--- src/squeeze/weights.mem ---
// One row per input channel: lanes 7 down to 0, four hex digits each, lane 0 rightmost
07FFFC00100000100F00012308001234
07FFFC00F0000020F1000456F8000100
07FFFC00100000300E00078904000080
07FFFC00F0000040F2000ABCFC00FF80
07FFFC00100000500D000DEF02000040
07FFFC00F0000060F3000111FE000300
07FFFC00100000700C0002220100FD00
07FFFC00F0000080F4000333FF000010
07FFFC00100000900B00044400800020
07FFFC00F00000A0F5000555FF80FFC0
07FFFC00100000B00A0006660C000500
07FFFC00F00000C0F6000777F4000001
07FFFC00100000D0090008880A000600
07FFFC00F00000E0F7000999F600FA00
07FFFC00100000F008000AAA03000090
07FFFC00F0000100F8000BBBFD000111

--- src/squeeze/bias.mem ---
// One signed 32-bit bias per lane, lane 0 first
00002000
FFFF0000
00010000
00000000
00100000
FFF00000
00000000
00004000

--- src/common/squeeze_pkg.sv ---
`default_nettype none

package squeeze_pkg;

	////////////////////////////////////////////////////////////////////////////
	// Datapath widths
	////////////////////////////////////////////////////////////////////////////

	// Pixels, weights and requantized outputs
	localparam int data_w = 16;
	// Accumulator and bias width
	localparam int acc_w = 32;

	////////////////////////////////////////////////////////////////////////////
	// Layer geometry
	////////////////////////////////////////////////////////////////////////////

	// One lane per output channel
	localparam int lanes = 8;
	localparam int channels = 16;
	localparam int out_dim = 4;
	localparam int pixels = out_dim * out_dim;
	localparam int chan_addr_w = 4;
	localparam int pix_addr_w = 4;

	// Q-format fraction dropped when going back to 16 bits
	localparam int frac_bits = 14;

	// Coefficient images, relative to the run directory
	localparam string weight_file = "/design/src/squeeze/weights.mem";
	localparam string bias_file = "/design/src/squeeze/bias.mem";

	////////////////////////////////////////////////////////////////////////////
	// Accumulator word
	////////////////////////////////////////////////////////////////////////////

	// Same 32 bits seen as a signed sum or as requantization fields
	typedef union packed {
		logic signed [acc_w-1:0] sum;
		struct packed {
			logic sign;
			// Bits above the 15-bit output magnitude
			logic [acc_w-data_w-frac_bits-1:0] guard;
			logic [data_w-2:0] mag;
			logic [frac_bits-1:0] frac;
		} f;
	} acc_word_t;

endpackage

`default_nettype wire
--- src/hw/squeeze_top.sv ---
`timescale 1ns/1ps
`default_nettype none

module squeeze_top (
	input logic clk,
	input logic reset,
	// Input feature map, one channel word per valid cycle
	input logic ifm_valid,
	input logic [squeeze_pkg::data_w-1:0] ifm,
	// Downstream acknowledge of the finish flag
	input logic finish_ack,
	// Host readback address
	input logic [squeeze_pkg::pix_addr_w-1:0] rd_pix,
	input logic [$clog2(squeeze_pkg::lanes)-1:0] rd_lane,
	output logic ofm_sample,
	output logic [squeeze_pkg::data_w-1:0] rd_data,
	output logic layer_finish
);

	import squeeze_pkg::*;

	////////////////////////////////////////////////////////////////////////////
	// Layer to buffer
	////////////////////////////////////////////////////////////////////////////

	// One output pixel, all lanes
	logic [lanes-1:0][data_w-1:0] ofm;
	logic sample;

	assign ofm_sample = sample;

	// Squeeze engine
	squeeze_layer u_layer (
		.clk(clk),
		.reset(reset),
		.ifm_valid(ifm_valid),
		.ifm(ifm),
		.finish_ack(finish_ack),
		.ofm_sample(sample),
		.ofm(ofm),
		.layer_finish(layer_finish)
	);

	// Output map store
	ofm_buffer u_buf (
		.clk(clk),
		.reset(reset),
		.ofm_sample(sample),
		.ofm(ofm),
		.rd_pix(rd_pix),
		.rd_lane(rd_lane),
		.rd_data(rd_data)
	);

endmodule

`default_nettype wire

--- src/hw/ofm_buffer.sv ---
`timescale 1ns/1ps
`default_nettype none

module ofm_buffer (
	input logic clk,
	input logic reset,
	input logic ofm_sample,
	input logic [squeeze_pkg::lanes-1:0][squeeze_pkg::data_w-1:0] ofm,
	input logic [squeeze_pkg::pix_addr_w-1:0] rd_pix,
	input logic [$clog2(squeeze_pkg::lanes)-1:0] rd_lane,
	output logic [squeeze_pkg::data_w-1:0] rd_data
);

	import squeeze_pkg::*;

	////////////////////////////////////////////////////////////////////////////
	// Storage, one entry per output pixel holding all lanes
	////////////////////////////////////////////////////////////////////////////

	logic [lanes-1:0][data_w-1:0] mem [pixels];

	// Next pixel slot to fill
	logic [pix_addr_w-1:0] wr_pix;

	always_ff @(posedge clk) begin
		if (reset)
			wr_pix <= '0;
		else if (ofm_sample)
			wr_pix <= wr_pix + 1'b1;
	end

	// All eight lanes land together
	always_ff @(posedge clk) begin
		if (ofm_sample)
			mem[wr_pix] <= ofm;
	end

	////////////////////////////////////////////////////////////////////////////
	// Host read port
	////////////////////////////////////////////////////////////////////////////

	// Registered, data follows the address by one cycle
	always_ff @(posedge clk) begin
		rd_data <= mem[rd_pix][rd_lane];
	end

endmodule

`default_nettype wire

--- src/squeeze/squeeze_layer.sv ---
`timescale 1ns/1ps
`default_nettype none

module squeeze_layer (
	input logic clk,
	input logic reset,
	input logic ifm_valid,
	input logic [squeeze_pkg::data_w-1:0] ifm,
	input logic finish_ack,
	output logic ofm_sample,
	output logic [squeeze_pkg::lanes-1:0][squeeze_pkg::data_w-1:0] ofm,
	output logic layer_finish
);

	import squeeze_pkg::*;

	////////////////////////////////////////////////////////////////////////////
	// Input acceptance and channel tracking
	////////////////////////////////////////////////////////////////////////////

	logic [chan_addr_w-1:0] chan_cnt;
	logic [pix_addr_w-1:0] in_pix;
	// All pixels of the layer have been taken in
	logic in_done;
	logic accept;
	logic is_first;
	logic is_last;

	// Late words are dropped once the layer has its pixels
	assign accept = ifm_valid && !in_done;
	assign is_first = (chan_cnt == '0);
	assign is_last = (chan_cnt == chan_addr_w'(channels - 1));

	always_ff @(posedge clk) begin
		if (reset) begin
			chan_cnt <= '0;
			in_pix <= '0;
			in_done <= 1'b0;
		end else if (accept) begin
			// Wraps to 0 after the last channel
			chan_cnt <= chan_cnt + 1'b1;
			if (is_last) begin
				in_pix <= in_pix + 1'b1;
				if (in_pix == pix_addr_w'(pixels - 1))
					in_done <= 1'b1;
			end
		end
	end

	// Weight row for the channel being accepted
	logic [chan_addr_w-1:0] chan_addr;
	logic [lanes-1:0][data_w-1:0] rom_weights;
	logic [lanes-1:0][acc_w-1:0] rom_biases;

	assign chan_addr = chan_cnt;

	squeeze_coeff_rom u_rom (
		.chan_addr(chan_addr),
		.weights(rom_weights),
		.biases(rom_biases)
	);

	////////////////////////////////////////////////////////////////////////////
	// Stage 1 operand registers
	////////////////////////////////////////////////////////////////////////////

	logic s1_valid;
	logic s1_first;
	logic s1_last;
	logic [data_w-1:0] s1_pix;
	logic [lanes-1:0][data_w-1:0] s1_ker;

	always_ff @(posedge clk) begin
		if (reset) begin
			s1_valid <= 1'b0;
			s1_first <= 1'b0;
			s1_last <= 1'b0;
		end else begin
			s1_valid <= accept;
			s1_first <= accept && is_first;
			s1_last <= accept && is_last;
		end
	end

	// Operands only move with an accepted word
	always_ff @(posedge clk) begin
		if (accept) begin
			s1_pix <= ifm;
			s1_ker <= rom_weights;
		end
	end

	////////////////////////////////////////////////////////////////////////////
	// Stage 2 MAC lanes
	////////////////////////////////////////////////////////////////////////////

	logic [lanes-1:0][acc_w-1:0] acc;
	// Marks the cycle where acc holds a finished pixel
	logic s2_last;

	for (genvar i = 0; i < lanes; i++) begin : g_lane
		mac_lane u_mac (
			.clk(clk),
			.reset(reset),
			.en(s1_valid),
			.first(s1_first),
			.pix(s1_pix),
			.ker(s1_ker[i]),
			.acc_out(acc[i])
		);
	end

	always_ff @(posedge clk) begin
		if (reset)
			s2_last <= 1'b0;
		else
			s2_last <= s1_last;
	end

	////////////////////////////////////////////////////////////////////////////
	// Stage 3 bias, ReLU and requantization
	////////////////////////////////////////////////////////////////////////////

	acc_word_t biased [lanes];
	logic [lanes-1:0][data_w-1:0] requant;

	always_comb begin
		for (int i = 0; i < lanes; i++) begin
			biased[i].sum = $signed(acc[i]) + $signed(rom_biases[i]);
			// ReLU clamps negatives
			if (biased[i].f.sign)
				requant[i] = '0;
			// Saturate when too large for 15 bits
			else if (|biased[i].f.guard)
				requant[i] = {1'b0, {(data_w-1){1'b1}}};
			else
				requant[i] = {1'b0, biased[i].f.mag};
		end
	end

	always_ff @(posedge clk) begin
		if (s2_last)
			ofm <= requant;
	end

	always_ff @(posedge clk) begin
		if (reset)
			ofm_sample <= 1'b0;
		else
			ofm_sample <= s2_last;
	end

	////////////////////////////////////////////////////////////////////////////
	// Layer end and finish handshake
	////////////////////////////////////////////////////////////////////////////

	logic [pix_addr_w-1:0] sample_cnt;
	logic layer_done;
	logic ack_seen;

	always_ff @(posedge clk) begin
		if (reset) begin
			sample_cnt <= '0;
			layer_done <= 1'b0;
			ack_seen <= 1'b0;
		end else begin
			if (ofm_sample) begin
				sample_cnt <= sample_cnt + 1'b1;
				if (sample_cnt == pix_addr_w'(pixels - 1))
					layer_done <= 1'b1;
			end
			// Ack only counts once the layer is done
			if (layer_done && finish_ack)
				ack_seen <= 1'b1;
		end
	end

	// Held until the downstream side acknowledges
	assign layer_finish = layer_done && !ack_seen;

endmodule

`default_nettype wire

--- src/hw/mac_lane.sv ---
`timescale 1ns/1ps
`default_nettype none

module mac_lane (
	input logic clk,
	input logic reset,
	input logic en,
	input logic first,
	input logic signed [squeeze_pkg::data_w-1:0] pix,
	input logic signed [squeeze_pkg::data_w-1:0] ker,
	output logic [squeeze_pkg::acc_w-1:0] acc_out
);

	import squeeze_pkg::*;

	// Full precision product, sign extended to the accumulator
	logic signed [acc_w-1:0] prod;
	logic signed [acc_w-1:0] acc;

	assign prod = pix * ker;

	always_ff @(posedge clk) begin
		if (reset) begin
			acc <= '0;
		end else if (en) begin
			// First channel of a pixel starts a new sum
			if (first)
				acc <= prod;
			else
				acc <= acc + prod;
		end
	end

	assign acc_out = acc;

endmodule

`default_nettype wire

--- src/squeeze/squeeze_coeff_rom.sv ---
`timescale 1ns/1ps
`default_nettype none

module squeeze_coeff_rom (
	input logic [squeeze_pkg::chan_addr_w-1:0] chan_addr,
	output logic [squeeze_pkg::lanes-1:0][squeeze_pkg::data_w-1:0] weights,
	output logic [squeeze_pkg::lanes-1:0][squeeze_pkg::acc_w-1:0] biases
);

	import squeeze_pkg::*;

	// One row per input channel, lane 0 in the low bits
	logic [lanes*data_w-1:0] weight_mem [channels];
	// One bias per output lane
	logic [acc_w-1:0] bias_mem [lanes];

	// Images loaded once at elaboration
	initial begin
		$readmemh(weight_file, weight_mem);
		$readmemh(bias_file, bias_mem);
	end

	// Asynchronous row read, the layer registers it
	assign weights = weight_mem[chan_addr];

	// Bias words are constant per lane
	always_comb begin
		for (int i = 0; i < lanes; i++) begin
			biases[i] = bias_mem[i];
		end
	end

endmodule

`default_nettype wire

--- config.mk ---
export PLATFORM = sky130hd
export DESIGN_NAME = squeeze_top
export DESIGN_NICKNAME = d
export VERILOG_FILES = /design/src/common/squeeze_pkg.sv /design/src/hw/squeeze_top.sv /design/src/hw/ofm_buffer.sv /design/src/squeeze/squeeze_layer.sv /design/src/hw/mac_lane.sv /design/src/squeeze/squeeze_coeff_rom.sv
export SDC_FILE = /design/constraint.sdc
export NUM_CORES = 1
export LEC_CHECK = 0
export ABC_AREA = 1
export BUFFER_PORTS_ARGS = -buffer_cell sky130_fd_sc_hd__buf_2
export CAP_MARGIN = 20
export CORE_UTILIZATION = 45
export CTS_BUF_LIST = sky130_fd_sc_hd__clkbuf_8
export DETAILED_ROUTE_END_ITERATION = 8
export PLACE_DENSITY = 0.79
export SLEW_MARGIN = 40
export SYNTH_ARGS = -nofsm -noshare
export SYNTH_HDL_FRONTEND = slang
export SYNTH_MEMORY_MAX_BITS = 65536
export SYNTH_SLANG_ARGS = --single-unit
--- constraint.sdc ---
create_clock -name clk -period 2.8 [get_ports clk]
set_input_delay 0.84 -clock clk [delete_from_list [all_inputs] [get_ports clk]]
set_output_delay 0.84 -clock clk [all_outputs]
set_load 0.01 [all_outputs]
; ---- After elaboration in Yosys (flattened, before gate mapping)
; Memory sizes are Yosys's and may differ from the RTL's.
; Index checks and enable logic that the tools add are counted.
[classes]
n_addsub = 20
mul = 8
n_lt_le_gt_ge = 1
eq_ne = 3
muxes = 20
reduce_logical = 19
[op_table]
columns = cell, n
row1 = $add A32 B32 Y32, 8
row2 = $add A32 B32 Y32 const B, 8
row3 = $mul A16 B16 Y32, 8
row4 = $mux W32, 8
row5 = $mux W15, 8
row6 = $bmux W16 S3, 1
row7 = $add A4 B1 Y4 const B, 4
row8 = $mux W16, 1
row9 = $reduce_or A2 Y1, 8
row10 = $eq A4 B4 Y1 const B, 3
row11 = $logic_and A1 B1 Y1, 5
row12 = $logic_not A4 Y1, 1
row13 = $lt A3 B4 Y1 const B, 1
row14 = $reduce_and A2 Y1, 2
row15 = $reduce_and A3 Y1, 1
row16 = $logic_not A1 Y1, 2
row17 = $mux W1, 2
[word_totals]
register_bits = 568
ramBits = 2048
inputBits = 27
output_inout_bits = 18
elab_cells = 110
mem_count = 1
[memory_table]
columns = memory, depth, width, read_ports, rd_ports_with_merged_regs, write_ports, line_no
row1 = u_buf.mem, 16, 128, 1, 0, 1, ofm_buffer.sv:20  ; logic [lanes-1:0][data_w-1:0] mem [pixels];

; ---- Longest topological paths before layout
[logic_depth]
ltp_word = 3
mapped_depth = 6
depth_no_buf = 6

; ---- Cells and area by module
; A second synthesis with hierarchy kept.
[hier_totals]
cells_unflattened = 28631
hier_area_um2 = 230238.3
[by_module_without_submodules]
columns = mod, instances, cells_per_inst, area_per_inst_um2, seq_area_each_um2
row1 = ofm_buffer, 1, 6648, 82257.6, 61899.4
row2 = mac_lane (u_layer.g_lane[2].u_mac ...), 3, 2109, 14426.3, 640.6
row3 = squeeze_layer, 1, 4563, 28787.6, 8328.0
row4 = mac_lane (u_layer.g_lane[0].u_mac), 1, 2184, 14671.6, 640.6
row5 = mac_lane (u_layer.g_lane[7].u_mac), 1, 2135, 14659.1, 640.6
row6 = mac_lane (u_layer.g_lane[1].u_mac), 1, 2159, 14654.1, 640.6
row7 = mac_lane (u_layer.g_lane[6].u_mac), 1, 2150, 14649.0, 640.6
row8 = mac_lane (u_layer.g_lane[5].u_mac), 1, 2080, 14393.8, 640.6
row9 = squeeze_coeff_rom, 1, 385, 2886.5, 0.0

; ---- Worst setup path after synthesis
; Ideal clock, no wire load.
[synth_path]
kind = register to output
from = reg, netlist name u_buf.rd_data[13]
to = out rd_data[10] (netlist bit)
t_arrival_ps = 758
required_time_ps = 1960
setup_slack_ps = 1202
stages_incl_launch_ff = 2
n_path_buf = 1
path_cell_list = dfxtp_1 -> buf_4
[synth_lines]
columns = element, line_no
row1 = end: declaration, squeeze_top.sv:16  ; output logic [squeeze_pkg::data_w-1:0] rd_data,

==> results.rst <==
.. list-table::
   :header-rows: 1

   * - Metric
     - Value
   * - Outcome
     - finished clean
   * - Total vias in the final route
     - 690
   * - Clock skew after layout
     - 0.00606 ns
   * - Family of cells with the greatest summed delay on the critical path
     - flip-flops
   * - Final Instance Area
     - 948 µm²
   * - Post-DP Area
     - 902 µm²
   * - Remaining global-route overflow
     - 0
   * - List of cells traversed by the critical path
     - buf_2
   * - Antenna-violating nets left
     - 0
   * - Final core area utilization
     - 53.2%
   * - Slowest cell on the critical path
     - dfxtp_1
   * - Critical Path Sink Type
     - primary output
   * - Number of buffers added on ports
     - 20
   * - Crit path kind
     - reg -> out
   * - Largest net degree at the start of global routing
     - 16
   * - Count of antenna diodes in the layout
     - 0
   * - Shortest period the worst path allows
     - 1.79 ns
   * - Starting density of the core
     - 49.6%
   * - CTS sink cnt
     - 19
   * - Number of nets in the finished design
     - 154
   * - Number of standard-cell rows in the floorplan
     - 15
   * - Share of the clock period used by the worst path
     - 63.9%
   * - Number of vias per cell after detailed routing
     - 4.66
   * - Multiplexer share of the synthesized area
     - 0%
   * - Number of hold buffers added after cts
     - 0
   * - Number of setup buffers added after CTS
     - 0
   * - Initial antenna violation count
     - 0
   * - Layout cells sized above 1
     - 23.6%
   * - Area growth, synth to finish
     - 7.21%
   * - Mean post-synth cell area
     - 7.76 µm²
   * - Initial DRT Pass Iterations
     - 4
   * - Clk Latency, worst-skew pair
     - 0.26 ns
   * - Placer's final routability congestion estimate
     - 0.713
   * - Post-Syn Area
     - 885 µm²
   * - Buffer cell driving the clock tree root
     - clkbuf_8
   * - Critical path required time
     - 1.96 ns
   * - Reported leakage power
     - 0.423 nW
   * - Area of the die
     - 2150 µm²
   * - Count of buffering cells on the critical path with inverters included
     - 1
   * - Setup TNS Final
     - 0 ns
   * - Number of maximum-capacitance constraint violations
     - 0
   * - Sequential area share after synthesis
     - 43.0%
   * - Die Height
     - 46.3 µm
   * - Adder-Cell Fraction of Synth Area
     - 4.24%
   * - Register Area
     - 380 µm²
   * - Clock buffer depth
     - 2
   * - I/O pin count
     - 45
   * - Gate count after technology mapping
     - 114
   * - Iteration-0 DRC count of the detailed router
     - 11
   * - Gr usage total
     - 15.3%
   * - Final Hold Fails
     - 0
   * - Clock transition at the registers of the reported paths
     - 0.07 ns
   * - Worst ir drop on vdd
     - 0.000371 V
   * - Count of cell types in the netlist
     - 18
   * - Multi-input combinational cell area
     - 345 µm²
   * - Global-route wire length before repair
     - 2.30 mm
   * - Unrepaired setup endpoints after global routing
     - no
   * - Total number of yosys warnings
     - 0
   * - Worst hold slack across all endpoints
     - 0.419 ns
   * - Top fanout value on the critical path
     - 15
   * - Worst hold path class
     - reg -> reg
   * - Xor and xnor fraction of the mapped netlist area
     - 1.98%
   * - Power per unit of standard cell area
     - 529 nW/µm²
   * - Combinational family with the most area after synthesis
     - simple AND/OR/NAND/NOR gates
   * - Slew Viols, Final
     - 0
   * - Post-route total power
     - 0.502 mW
   * - Routed wirelength normalized by instance count
     - 8.91 µm
   * - Clock buffers created by TritonCTS
     - 3
   * - CP startpoint kind
     - flop
   * - Achievable frequency
     - 559 MHz
   * - Filler cell count in the final layout
     - 168
   * - Die span in x
     - 46.3 µm
   * - Synthesis-stage register bit count
     - 19
   * - Worst EP arrival
     - 0.95 ns
   * - Number of global-route vias before repair
     - 592
   * - Simple-gate area share of the yosys netlist
     - 24.0%
   * - Std-Cell Core Area
     - 1780 µm²
   * - CTS tree
     - built
   * - Longest individual stage delay on the worst path
     - 0.50 ns
   * - Cells resized by post-CTS repair
     - 0
   * - Remaining design rule violation count
     - 0
   * - Final setup violating endpoints
     - 0
   * - Share of the synthesized area in compound gates (AO/OA/AOI/OAI)
     - 7.92%
   * - Count of H-tree levels built during CTS
     - 1
   * - Total detailed-routing wirelength
     - 1.32 mm
   * - DP Wirelength
     - 981 µm
[state kept, by name (all words and copies together), names as in the netlist]
name / count
u_layer.chan_addr: 4
u_layer.in_pix: 4
u_layer.sample_cnt: 4
u_buf.rd_data: 1
u_layer.ack_seen: 1
u_layer.in_done: 1
u_layer.layer_done: 1
u_layer.ofm_sample: 1
u_layer.s1_last: 1
u_layer.s2_last: 1
[worst register-to-register path, delay by kind of cell, from the launching register on]
kind,cells,cell delay [ns]
and+or+nand+nor,5,0.47
DFF,1,0.38
adders and majority gates,1,0.23
[cell families after synthesis]
| group | after synthesis |
|---|---|
| compound gates | 14 |
| xor+xnor | 2 |
| fa+ha+maj | 3 |
| buf+inv | 28 |
| flops | 19 |
| other cells | 1 |
| simple gates | 47 |
[layout by cell type, fill, tap and decap left out]
master    Yosys  layout
nand2_4       1       1
buf_2         1      20
xor2_1        1       1
inv_1        11      11
nand3_1       4       4
o21ai_0       5       5
conb_1        1       2
nand2_1      18      18
nor2_4        2       2
nand4_1       1       1
clkinv_2      0       1
nor2_1       20      20
dfxtp_1      19      19
clkbuf_8      0       3
nand3_2       1       1
inv_2         1       1
ha_1          3       3
a21oi_1       9       9
xnor2_1       1       1
[layer usage]
metal	wire, µm	part of all wire [%]	vias to the layer above	GRT usage [%]
met1	566	43	312	16.9
met5	0	0	-	0
met4	8	0.61	0	4.71
met2	669	51	22	25.8
met3	73	5.5	2	7.06
li1	-	-	354	-
[power breakdown]
part | total, mW | internal, mW | switching, mW
Combinational | 0.0355 | 0.0141 | 0.0214
Clock | 0.187 | 0.0988 | 0.0881
Sequential | 0.279 | 0.274 | 0.00499
[cells in the mapped netlist (all sizes together)]
cell type  number  share of area [%]
o21ai           5                2.8
inv            12                5.1
nand4           1               0.71
conb            1               0.42
a21oi           9                5.1
nand3           5                3.4
dfxtp          19                 43
nor2           22                 11
buf            16                 13
ha              3                4.2
nand2          19                8.9
xor2            1               0.99
xnor2           1               0.99
[final timing paths]
kind	start	to	slack (ns)	cells past startpoint
worst max-delay path	u_buf.rd_data[13]$_DFF_P_	rd_data[2]	1.01	1
worst min-delay path	u_layer.s2_last$_SDFF_PP0_	u_layer.ofm_sample$_SDFF_PP0_	0.42	2
worst min register to register	u_layer.s2_last$_SDFF_PP0_	u_layer.ofm_sample$_SDFF_PP0_	0.42	2
worst max register to register	u_layer.chan_addr[0]$_SDFFE_PP0P_	u_layer.in_pix[3]$_SDFFE_PP0P_	1.63	6
[through the flow]
stage / worst slack (ns) / std cells
after CTS: 0.985 / 148
after detailed placement: 1.25 / 144
after global placement: 1.27 / 144
after floorplan: 1.20 / 115
final: 1.01 / 148
after global routing: 0.865 / 148
[cell type report]
cell class | count | share of cell area, %
multi-input combinational | 68 | 36.4
timing repair buffer | 20 | 10.6
clock buffer | 3 | 4.35
inverter | 12 | 4.75
clock inverter | 1 | 0.528
sequential | 19 | 40.1
tap | 25 | 3.30
No activity file was read; power rests on OpenSTA's default activity.
